--- config.mk ---
export PLATFORM = sky130hd
export DESIGN_NAME = mul_unit
export DESIGN_NICKNAME = d
export VERILOG_FILES = /design/src/hdl/mul_data_pkg.sv /design/src/hdl/mul_op_pkg.sv /design/src/hdl/mul_unit.sv /design/src/hdl/mul_ctrl.sv /design/src/hdl/mul_datapath.sv /design/src/hdl/bitmanip_unit.sv /design/src/hdl/crc_reduce.sv /design/src/hdl/bitmanip_perm.sv
export SDC_FILE = /design/constraint.sdc
export NUM_CORES = 2
export LEC_CHECK = 0
export CORE_MARGIN = 8
export CORE_UTILIZATION = 60
export DETAILED_ROUTE_END_ITERATION = 10
export DONT_BUFFER_PORTS = 1
export PLACE_DENSITY = 0.72
export SYNTH_ARGS = -nofsm -noshare
export SYNTH_HDL_FRONTEND = slang
export SYNTH_HIERARCHICAL = 1
export SYNTH_SLANG_ARGS = --single-unit
--- constraint.sdc ---
create_clock -name clk -period 11.4 [get_ports clk]
set_input_delay 1.14 -clock clk [delete_from_list [all_inputs] [get_ports clk]]
set_output_delay 1.14 -clock clk [all_outputs]
set_load 0.005 [all_outputs]
--- src/hdl/mul_data_pkg.sv ---
// Datapath is fixed at 32 bits; CRC polynomials are given in reflected (LSB first) form
package mul_data_pkg;

   typedef logic [31:0] word_t;

   // Operand plus one extension bit for the mixed-sign multiply
   typedef logic [32:0] word_ext_t;

   // Full signed product of two extended operands
   typedef logic [65:0] prod_t;

   // Reflected 32'h04C1_1DB7
   localparam word_t CRC32_POLY_REV  = 32'hEDB8_8320;

   // Reflected 32'h1EDC_6F41, Castagnoli
   localparam word_t CRC32C_POLY_REV = 32'h82F6_3B78;

endpackage

--- src/hdl/mul_op_pkg.sv ---
// Ops are 5 bits, top bit is the class; ten bit-manip functions, six spare codes give zero
package mul_op_pkg;

   typedef logic [4:0] op_t;
   typedef logic [3:0] bm_func_t;

   // Bit-manipulation function codes, the low bits of a class 1 op
   localparam bm_func_t FN_GREV     = 4'd0;
   localparam bm_func_t FN_GORC     = 4'd1;
   localparam bm_func_t FN_SHFL     = 4'd2;
   localparam bm_func_t FN_UNSHFL   = 4'd3;
   localparam bm_func_t FN_CRC32_B  = 4'd4;
   localparam bm_func_t FN_CRC32_H  = 4'd5;
   localparam bm_func_t FN_CRC32_W  = 4'd6;
   localparam bm_func_t FN_CRC32C_B = 4'd7;
   localparam bm_func_t FN_CRC32C_H = 4'd8;
   localparam bm_func_t FN_CRC32C_W = 4'd9;

   // Multiply ops, spare codes 0_0100 to 0_1111 act as OP_MUL
   localparam op_t OP_MUL    = 5'b0_0000;
   localparam op_t OP_MULH   = 5'b0_0001;
   localparam op_t OP_MULHSU = 5'b0_0010;
   localparam op_t OP_MULHU  = 5'b0_0011;

   localparam op_t OP_GREV     = {1'b1, FN_GREV};
   localparam op_t OP_GORC     = {1'b1, FN_GORC};
   localparam op_t OP_SHFL     = {1'b1, FN_SHFL};
   localparam op_t OP_UNSHFL   = {1'b1, FN_UNSHFL};
   localparam op_t OP_CRC32_B  = {1'b1, FN_CRC32_B};
   localparam op_t OP_CRC32_H  = {1'b1, FN_CRC32_H};
   localparam op_t OP_CRC32_W  = {1'b1, FN_CRC32_W};
   localparam op_t OP_CRC32C_B = {1'b1, FN_CRC32C_B};
   localparam op_t OP_CRC32C_H = {1'b1, FN_CRC32C_H};
   localparam op_t OP_CRC32C_W = {1'b1, FN_CRC32C_W};

   // Class rule, 1 selects the bit-manipulation result
   function automatic logic op_is_bitmanip(op_t op);
      return op[4];
   endfunction

   function automatic bm_func_t op_func(op_t op);
      return op[3:0];
   endfunction

endpackage
--- src/hdl/mul_unit.sv ---
// Result one cycle after valid_i with no back-pressure; consumer must sample on result_valid_o
`timescale 1ns/1ps

module mul_unit
(
   input  logic                clk,
   input  logic                rst_n_i,
   input  logic                valid_i,
   input  mul_op_pkg::op_t     op_i,
   input  mul_data_pkg::word_t rs1_i,
   input  mul_data_pkg::word_t rs2_i,
   output logic                result_valid_o,
   output mul_data_pkg::word_t result_o
);

   logic                rs1_signed;
   logic                rs2_signed;
   mul_data_pkg::prod_t prod;
   mul_data_pkg::word_t bm_result;

   mul_ctrl i_mul_ctrl
   (
      .clk            (clk),
      .rst_n_i        (rst_n_i),
      .valid_i        (valid_i),
      .op_i           (op_i),
      .prod_i         (prod),
      .bm_result_i    (bm_result),
      .rs1_signed_o   (rs1_signed),
      .rs2_signed_o   (rs2_signed),
      .result_valid_o (result_valid_o),
      .result_o       (result_o)
   );

   mul_datapath i_mul_datapath
   (
      .clk          (clk),
      .rst_n_i      (rst_n_i),
      .valid_i      (valid_i),
      .rs1_i        (rs1_i),
      .rs2_i        (rs2_i),
      .rs1_signed_i (rs1_signed),
      .rs2_signed_i (rs2_signed),
      .prod_o       (prod)
   );

   bitmanip_unit i_bitmanip_unit
   (
      .clk         (clk),
      .rst_n_i     (rst_n_i),
      .valid_i     (valid_i),
      .func_i      (mul_op_pkg::op_func(op_i)),
      .rs1_i       (rs1_i),
      .rs2_i       (rs2_i),
      .bm_result_o (bm_result)
   );

endmodule

--- src/hdl/mul_ctrl.sv ---
// No back-pressure; class and low flag load only on valid_i, so result_o holds while idle
`timescale 1ns/1ps

module mul_ctrl
(
   input  logic                clk,
   input  logic                rst_n_i,
   input  logic                valid_i,
   input  mul_op_pkg::op_t     op_i,
   input  mul_data_pkg::prod_t prod_i,
   input  mul_data_pkg::word_t bm_result_i,
   output logic                rs1_signed_o,
   output logic                rs2_signed_o,
   output logic                result_valid_o,
   output mul_data_pkg::word_t result_o
);

   logic low_d;
   logic valid_q;
   logic bm_sel_q;
   logic low_q;

   // Sign and word select per multiply variant
   always_comb
   begin
      rs1_signed_o = 1'b1;
      rs2_signed_o = 1'b1;
      low_d        = 1'b1;
      case (op_i)
         mul_op_pkg::OP_MULH:
         begin
            low_d = 1'b0;
         end
         mul_op_pkg::OP_MULHSU:
         begin
            rs2_signed_o = 1'b0;
            low_d        = 1'b0;
         end
         mul_op_pkg::OP_MULHU:
         begin
            rs1_signed_o = 1'b0;
            rs2_signed_o = 1'b0;
            low_d        = 1'b0;
         end
         default:
         begin
            low_d = 1'b1;
         end
      endcase
   end

   always_ff @(posedge clk or negedge rst_n_i)
   begin
      if (!rst_n_i)
      begin
         valid_q  <= 1'b0;
         bm_sel_q <= 1'b0;
         low_q    <= 1'b0;
      end
      else
      begin
         valid_q <= valid_i;
         if (valid_i)
         begin
            bm_sel_q <= mul_op_pkg::op_is_bitmanip(op_i);
            low_q    <= low_d;
         end
      end
   end

   assign result_valid_o = valid_q;

   // Bit-manip result, else low or high product word
   assign result_o = bm_sel_q ? bm_result_i :
                     low_q    ? prod_i[31:0] :
                                prod_i[63:32];

endmodule

--- src/hdl/mul_datapath.sv ---
// One-cycle 33x33 signed multiply; operands register only on valid_i, product is combinational
`timescale 1ns/1ps

module mul_datapath
(
   input  logic                clk,
   input  logic                rst_n_i,
   input  logic                valid_i,
   input  mul_data_pkg::word_t rs1_i,
   input  mul_data_pkg::word_t rs2_i,
   input  logic                rs1_signed_i,
   input  logic                rs2_signed_i,
   output mul_data_pkg::prod_t prod_o
);

   mul_data_pkg::word_ext_t rs1_ext;
   mul_data_pkg::word_ext_t rs2_ext;
   mul_data_pkg::word_ext_t rs1_q;
   mul_data_pkg::word_ext_t rs2_q;

   // Unsigned operand gets a zero extension bit
   assign rs1_ext = {rs1_signed_i & rs1_i[31], rs1_i};
   assign rs2_ext = {rs2_signed_i & rs2_i[31], rs2_i};

   always_ff @(posedge clk or negedge rst_n_i)
   begin
      if (!rst_n_i)
      begin
         rs1_q <= '0;
         rs2_q <= '0;
      end
      else if (valid_i)
      begin
         rs1_q <= rs1_ext;
         rs2_q <= rs2_ext;
      end
   end

   // Both operands signed, so one multiplier covers all variants
   assign prod_o = $signed(rs1_q) * $signed(rs2_q);

endmodule

--- src/hdl/bitmanip_unit.sv ---
// Result registers only on valid_i, whatever the op class; unknown function codes give zero
`timescale 1ns/1ps

module bitmanip_unit
(
   input  logic                  clk,
   input  logic                  rst_n_i,
   input  logic                  valid_i,
   input  mul_op_pkg::bm_func_t  func_i,
   input  mul_data_pkg::word_t   rs1_i,
   input  mul_data_pkg::word_t   rs2_i,
   output mul_data_pkg::word_t   bm_result_o
);

   mul_data_pkg::word_t grev;
   mul_data_pkg::word_t gorc;
   mul_data_pkg::word_t shfl;
   mul_data_pkg::word_t unshfl;
   mul_data_pkg::word_t crc32_b;
   mul_data_pkg::word_t crc32_h;
   mul_data_pkg::word_t crc32_w;
   mul_data_pkg::word_t crc32c_b;
   mul_data_pkg::word_t crc32c_h;
   mul_data_pkg::word_t crc32c_w;
   mul_data_pkg::word_t bm_d;

   bitmanip_perm i_bitmanip_perm
   (
      .rs1_i    (rs1_i),
      .rs2_i    (rs2_i),
      .grev_o   (grev),
      .gorc_o   (gorc),
      .shfl_o   (shfl),
      .unshfl_o (unshfl)
   );

   // CRC works on rs1 alone
   crc_reduce i_crc_reduce
   (
      .data_i     (rs1_i),
      .crc32_b_o  (crc32_b),
      .crc32_h_o  (crc32_h),
      .crc32_w_o  (crc32_w),
      .crc32c_b_o (crc32c_b),
      .crc32c_h_o (crc32c_h),
      .crc32c_w_o (crc32c_w)
   );

   always_comb
   begin
      case (func_i)
         mul_op_pkg::FN_GREV:     bm_d = grev;
         mul_op_pkg::FN_GORC:     bm_d = gorc;
         mul_op_pkg::FN_SHFL:     bm_d = shfl;
         mul_op_pkg::FN_UNSHFL:   bm_d = unshfl;
         mul_op_pkg::FN_CRC32_B:  bm_d = crc32_b;
         mul_op_pkg::FN_CRC32_H:  bm_d = crc32_h;
         mul_op_pkg::FN_CRC32_W:  bm_d = crc32_w;
         mul_op_pkg::FN_CRC32C_B: bm_d = crc32c_b;
         mul_op_pkg::FN_CRC32C_H: bm_d = crc32c_h;
         mul_op_pkg::FN_CRC32C_W: bm_d = crc32c_w;
         default:                 bm_d = '0;
      endcase
   end

   always_ff @(posedge clk or negedge rst_n_i)
   begin
      if (!rst_n_i)
         bm_result_o <= '0;
      else if (valid_i)
         bm_result_o <= bm_d;
   end

endmodule

--- src/hdl/crc_reduce.sv ---
// Reflected CRC fold of data_i only; caller pre-XORs the running CRC with the input data
`timescale 1ns/1ps

module crc_reduce
(
   input  mul_data_pkg::word_t data_i,
   output mul_data_pkg::word_t crc32_b_o,
   output mul_data_pkg::word_t crc32_h_o,
   output mul_data_pkg::word_t crc32_w_o,
   output mul_data_pkg::word_t crc32c_b_o,
   output mul_data_pkg::word_t crc32c_h_o,
   output mul_data_pkg::word_t crc32c_w_o
);

   // Shift right, fold in poly when the dropped bit is set
   function automatic mul_data_pkg::word_t crc_fold(mul_data_pkg::word_t data,
                                                    mul_data_pkg::word_t poly,
                                                    int steps);
      mul_data_pkg::word_t crc;
      crc = data;
      for (int i = 0; i < 32; i++)
      begin
         if (i < steps)
            crc = (crc >> 1) ^ (poly & {32{crc[0]}});
      end
      return crc;
   endfunction

   assign crc32_b_o  = crc_fold(data_i, mul_data_pkg::CRC32_POLY_REV, 8);
   assign crc32_h_o  = crc_fold(data_i, mul_data_pkg::CRC32_POLY_REV, 16);
   assign crc32_w_o  = crc_fold(data_i, mul_data_pkg::CRC32_POLY_REV, 32);
   assign crc32c_b_o = crc_fold(data_i, mul_data_pkg::CRC32C_POLY_REV, 8);
   assign crc32c_h_o = crc_fold(data_i, mul_data_pkg::CRC32C_POLY_REV, 16);
   assign crc32c_w_o = crc_fold(data_i, mul_data_pkg::CRC32C_POLY_REV, 32);

endmodule

--- src/hdl/bitmanip_perm.sv ---
// Permutation networks for 32-bit words only; grev/gorc use rs2[4:0], shfl/unshfl rs2[3:0]
`timescale 1ns/1ps

module bitmanip_perm
(
   input  mul_data_pkg::word_t rs1_i,
   input  mul_data_pkg::word_t rs2_i,
   output mul_data_pkg::word_t grev_o,
   output mul_data_pkg::word_t gorc_o,
   output mul_data_pkg::word_t shfl_o,
   output mul_data_pkg::word_t unshfl_o
);

   // Low half of each swapped pair, stage i swaps by 2**i
   localparam mul_data_pkg::word_t SWAP_MASK [5] = '{
      32'h5555_5555, 32'h3333_3333, 32'h0F0F_0F0F, 32'h00FF_00FF, 32'h0000_FFFF
   };

   // Shuffle stage i moves the inner fields of each 4*2**i block
   localparam mul_data_pkg::word_t SHFL_L [4] = '{
      32'h4444_4444, 32'h3030_3030, 32'h0F00_0F00, 32'h00FF_0000
   };
   localparam mul_data_pkg::word_t SHFL_R [4] = '{
      32'h2222_2222, 32'h0C0C_0C0C, 32'h00F0_00F0, 32'h0000_FF00
   };

   mul_data_pkg::word_t grev_x;
   mul_data_pkg::word_t gorc_x;
   mul_data_pkg::word_t shfl_x;
   mul_data_pkg::word_t unshfl_x;

   function automatic mul_data_pkg::word_t swap_stage(mul_data_pkg::word_t x, int i);
      return ((x & SWAP_MASK[i]) << (1 << i)) | ((x >> (1 << i)) & SWAP_MASK[i]);
   endfunction

   function automatic mul_data_pkg::word_t shfl_stage(mul_data_pkg::word_t x, int i);
      return (x & ~(SHFL_L[i] | SHFL_R[i])) |
             ((x << (1 << i)) & SHFL_L[i]) |
             ((x >> (1 << i)) & SHFL_R[i]);
   endfunction

   always_comb
   begin
      grev_x = rs1_i;
      gorc_x = rs1_i;
      for (int i = 0; i < 5; i++)
      begin
         if (rs2_i[i])
         begin
            grev_x = swap_stage(grev_x, i);
            gorc_x = gorc_x | swap_stage(gorc_x, i);
         end
      end
   end

   // Shuffle runs coarse to fine, unshuffle fine to coarse
   always_comb
   begin
      shfl_x   = rs1_i;
      unshfl_x = rs1_i;
      for (int i = 3; i >= 0; i--)
      begin
         if (rs2_i[i])
            shfl_x = shfl_stage(shfl_x, i);
      end
      for (int i = 0; i < 4; i++)
      begin
         if (rs2_i[i])
            unshfl_x = shfl_stage(unshfl_x, i);
      end
   end

   assign grev_o   = grev_x;
   assign gorc_o   = gorc_x;
   assign shfl_o   = shfl_x;
   assign unshfl_o = unshfl_x;

endmodule

Word-level counts from Yosys, hierarchy flattened
Index checks and enable logic that the tools add are counted.
- bits in registers: 101
- output and inout port bits: 33
- $mul: 1
- mux-type cells: 24
- reduce and logical (&&, ||, !) cells: 3
- bitwise operators: 96
- equal/unequal tests: 12
- operators with widths (cell ; number):
    $xor A31 B32 Y32 ; 64
    $mux W32 ; 20
    $pmux W32 S10 ; 1
    $or A32 B24 Y32 ; 6
    $or A32 B28 Y32 ; 6
    $or A32 B30 Y32 ; 6
    $or A32 B32 Y32 ; 5
    $or A32 B16 Y32 ; 4
    $or A32 B31 Y32 ; 3
    $mul A33 B33 Y64 ; 1
    $eq A4 B3 Y1 const B ; 4
    $eq A5 B2 Y1 const B ; 2
    $eq A4 B2 Y1 const B ; 2
    $eq A4 B4 Y1 const B ; 2
    $eq A5 B1 Y1 const B ; 1
    $eq A4 B1 Y1 const B ; 1
    $logic_not A4 Y1 ; 1
    $mux W1 ; 3
    $reduce_or A3 Y1 ; 1
    $and A1 B1 Y1 ; 2
    $reduce_or A2 Y1 ; 1

Longest topological paths before layout
- depth in word-level cells: 33
- gate-level depth with buffers: 30

Cells and area by module
The synthesis kept the hierarchy.
- modules (own cells, without submodules) (module ; sequential area each (µm²) ; area an instance (µm²) ; cells each ; instances):
    mul_datapath ; 1651.6 ; 41466.0 ; 4387 ; 1
    crc_reduce ; 0.0 ; 6851.6 ; 599 ; 1
    bitmanip_perm ; 0.0 ; 4869.7 ; 641 ; 1
    bitmanip_unit ; 800.8 ; 4257.8 ; 501 ; 1
    mul_ctrl ; 75.1 ; 822.0 ; 117 ; 1

Worst setup path before layout
OpenSTA, ideal clock, no wires.
- path kind: register to output
- start: register i_mul_datapath.rs2_q[3]
- end: output port result_o[31]
- cell stages (with the launch flop): 25
- path buffers: 3
- data arrival time: 7998 ps
- slack: 2262 ps
- data required time: 10260 ps
- path through: dfrtp_1 clkbuf_1 clkbuf_1 nand2_1 inv_1 fa_1 fa_1 fa_1 fa_1 fa_1 fa_1 fa_1 inv_1 fa_1 inv_1 ha_1 clkbuf_1 and3_1 nand4_1 o41ai_4 a41oi_4 o41ai_2 xor2_1 mux2i_1 o21ai_0
- longest elaborated chain between the ends: 3
- ends and longest elaborated chain (what ; RTL line ; RTL):
    start, declared ; mul_datapath.sv:19 ; mul_data_pkg::word_ext_t rs2_q;
    start signal, assigned ; mul_datapath.sv:35 ; rs2_q <= rs2_ext;
    $mul A33 B33 Y64 ; mul_datapath.sv:40 ; assign prod_o = $signed(rs1_q) * $signed(rs2_q);
    named net prod[63] ; mul_unit.sv:18 ; mul_data_pkg::prod_t prod;
    $mux W32 ; mul_ctrl.sv:75 ; low_q ? prod_i[31:0] :
    $mux W32 ; mul_ctrl.sv:74 ; assign result_o = bm_sel_q ? bm_result_i :
    end, declared ; mul_unit.sv:13 ; output mul_data_pkg::word_t result_o
The timed path passes the listed nets, and every way through them passes these cells.

Worst setup path in the final report
- start: register i_mul_datapath.rs2_q[9]
- end: output port result_o[28]
Same word-level chain as after synthesis.

==> results.yml <==
placed_design:
  place_hpwl_mm: 148
  finalWeightedCongestion: 1.06
  portBuffers: 0
sta:
  tns_ns: 0
  timing.final.setup_violations: 0
  final_max_slew_viol_count: 0
  worst_slew_pin_slew_ns: 1.26
  worst_hold_slack_ns: 0.384
  timing.fmax_ghz: 0.0903
  fin_hold_viols: 0
  rsz0062_at_grt: "false"
  final.min_clock_period_ns: 11.07
  slew_headroom_pct: 16.2
  maximum_clock_skew_at_final_layout_ns: 0
  final_period_utilization_pct: 97.1
run:
  max_cap_violations: 0
cts:
  worstSkewPairLatency_ns: 0.44
  clock_path_buffers: 2
  holdBufCountCts: 0
  cts_root_buf: "sky130_fd_sc_hd__clkbuf_16"
  cts_resized: 0
  cts-buffers-inserted: 9
  cts_tree: "done"
  cts_setup_buffers: 0
  clock_sinks: 101
  cts.reportedPaths.clkPinSlew_ns: 0.12
  cts_htree_levels: 3
route:
  via_per_inst: 6.15
  first_iter_violations: 4536
  final_antenna_net_count: 0
  totalWireLength_mm: 189
  num_vias: 44000
  drt_first_pass_iters: 8
  route.detailed.wl_per_inst_um: 26.4
  drc_errors: 0
finish:
  final_core_utilization_pct: 61.4
  final_layout_size_suffix_gt1_share_pct: 6.36
  layout.nets: 7297
  syn2layout_area_growth_pct: 1.17
global_route:
  grt_overflow: 0
  global_route_wire_length_before_repair_mm: 292
  first_global_vias: 46300
  grt_max_degree: 102
  grtUsageTotal_pct: 35.9
  antenna_found_initial: 7
synth:
  yosysWarningCount: 6
  synth_nets: 7606
  syn-instance-count: 6184
  synth_area_sq_um: 57700
  post_synth.cell_area_avg_sq_um: 9.33
worst_setup_path:
  path_buf_inv: 4
  cpMaxStageDelayCell: "sky130_fd_sc_hd__dfrtp_1"
  setup.worst_path.class: "reg2out"
  crit_family: "adder cells"
  critPathMaxFanout: 19
  worst-endpoint-required_ns: 10.26
  critPathLaunchType: "register"
  timing.critical_path.slowest_cell_delay_ns: 0.81
  arrival_time_at_the_worst_endpoint_ns: 9.93
  cp-end-kind: "output port"
  path_common_cell: "sky130_fd_sc_hd__fa_1"
  crit_path_cell_trace: "buf_4 > nand2_1 > fa_1 > fa_1 > fa_1 > inv_1 > fa_1 > fa_1 > fa_1 > fa_1 > inv_1 > fa_1 > inv_1 > ha_1 > and4_1 > nand4_1 > nor4_1 > nand2_1 > a21oi_1 > nor2_1 > o311ai_0 > mux2i_1 > o21ai_1"
outcome:
  run_status: "completed"
floorplanning:
  io-pin-count: 105
  die_span_y_um: 326
  core-area_sq_um: 95200
  design.die.area_sq_um: 106000
  floorplan.initialDensity_pct: 60.7
  die_w_um: 326
  core.rowCount: 113
min_path:
  min_path_type: "in2async"
layer usage:
layer / global-route usage (%) / up-vias / routed length, um
li1: - / 18400 / -
met1: 47.1 / 22600 / 72200
met2: 55.9 / 2373 / 85800
met3: 7.55 / 612 / 18300
met4: 19.6 / 8 / 12700
met5: 0 / - / 54
worst reg2reg max path, cell delays in order (launching register included):
cell and delay [ns]:
sky130_fd_sc_hd__dfrtp_1 0.55, sky130_fd_sc_hd__buf_4 0.37, sky130_fd_sc_hd__inv_1 0.08, sky130_fd_sc_hd__o21ai_0 0.74
through the flow:
stage	cells	setup slack (ns)	cell area, sq um
after floorplan	6184	2.35	57700
after global placement	7129	1.00	58100
after detailed placement	7129	0.784	58100
after CTS	7145	0.273	58400
after global routing	7145	0.0228	58400
final	7149	0.330	58400
sequential cells by signal, summed over array words and instances (netlist names):
| register | cells |
|---|---|
| i_mul_datapath/rs1_q | 33 |
| i_mul_datapath/rs2_q | 33 |
| i_bitmanip_unit/bm_result_o | 32 |
| i_mul_ctrl/bm_sel_q | 1 |
| i_mul_ctrl/low_q | 1 |
| i_mul_ctrl/result_valid_o | 1 |
path summary, 6_finish.rpt:
check / to / startpoint / cells after the start / slack, ns
setup / recovery: result_o[28] / i_mul_datapath/rs2_q[9] / 23 / 0.33
hold / removal: i_mul_datapath/rs2_q[26] / rst_n_i / 0 / 0.38
setup reg to reg: i_mul_datapath/rs1_q[32] / i_mul_datapath/rs1_q[32] / 3 / 9.46
hold reg to reg: i_bitmanip_unit/bm_result_o[23] / i_bitmanip_unit/bm_result_o[23] / 1 / 0.50
max in group asynchronous: i_mul_ctrl/bm_sel_q / rst_n_i / 0 / 10.85
min in group clk: i_bitmanip_unit/bm_result_o[23] / i_bitmanip_unit/bm_result_o[23] / 1 / 0.50
placed cells by master (no fill, tap or decap), drive strengths merged, types with 14 or more instances in the layout:
cell type  count
and3          15
a21o          36
nor4          14
a22o          16
fa          1136
dfrtp        101
xnor2        370
nand3b        44
o21ai        178
nor2         139
mux2i        214
xnor3         84
nand3         33
a32o          14
nand2        621
a21oi        177
mux2         146
o221ai        16
ha           214
mux4          32
and2         562
buf           92
inv         1170
nor2b         16
o2bb2ai       27
o22ai         52
xor2         134
o2111ai       32
layout make-up:
class / instances / area [sq um]
timing repair buffer: 92 / 703
sequential: 101 / 2530
clock buffer: 9 / 225
tap: 1265 / 1580
inverter: 1169 / 4390
clock inverter: 7 / 90.1
multi-input combinational: 4502 / 48900
fill: 8130 / 36800
antenna: 4 / 10.0
Power is not shown: default switching activity piles up to over one toggle a cycle in this logic, so the estimate is an artifact.
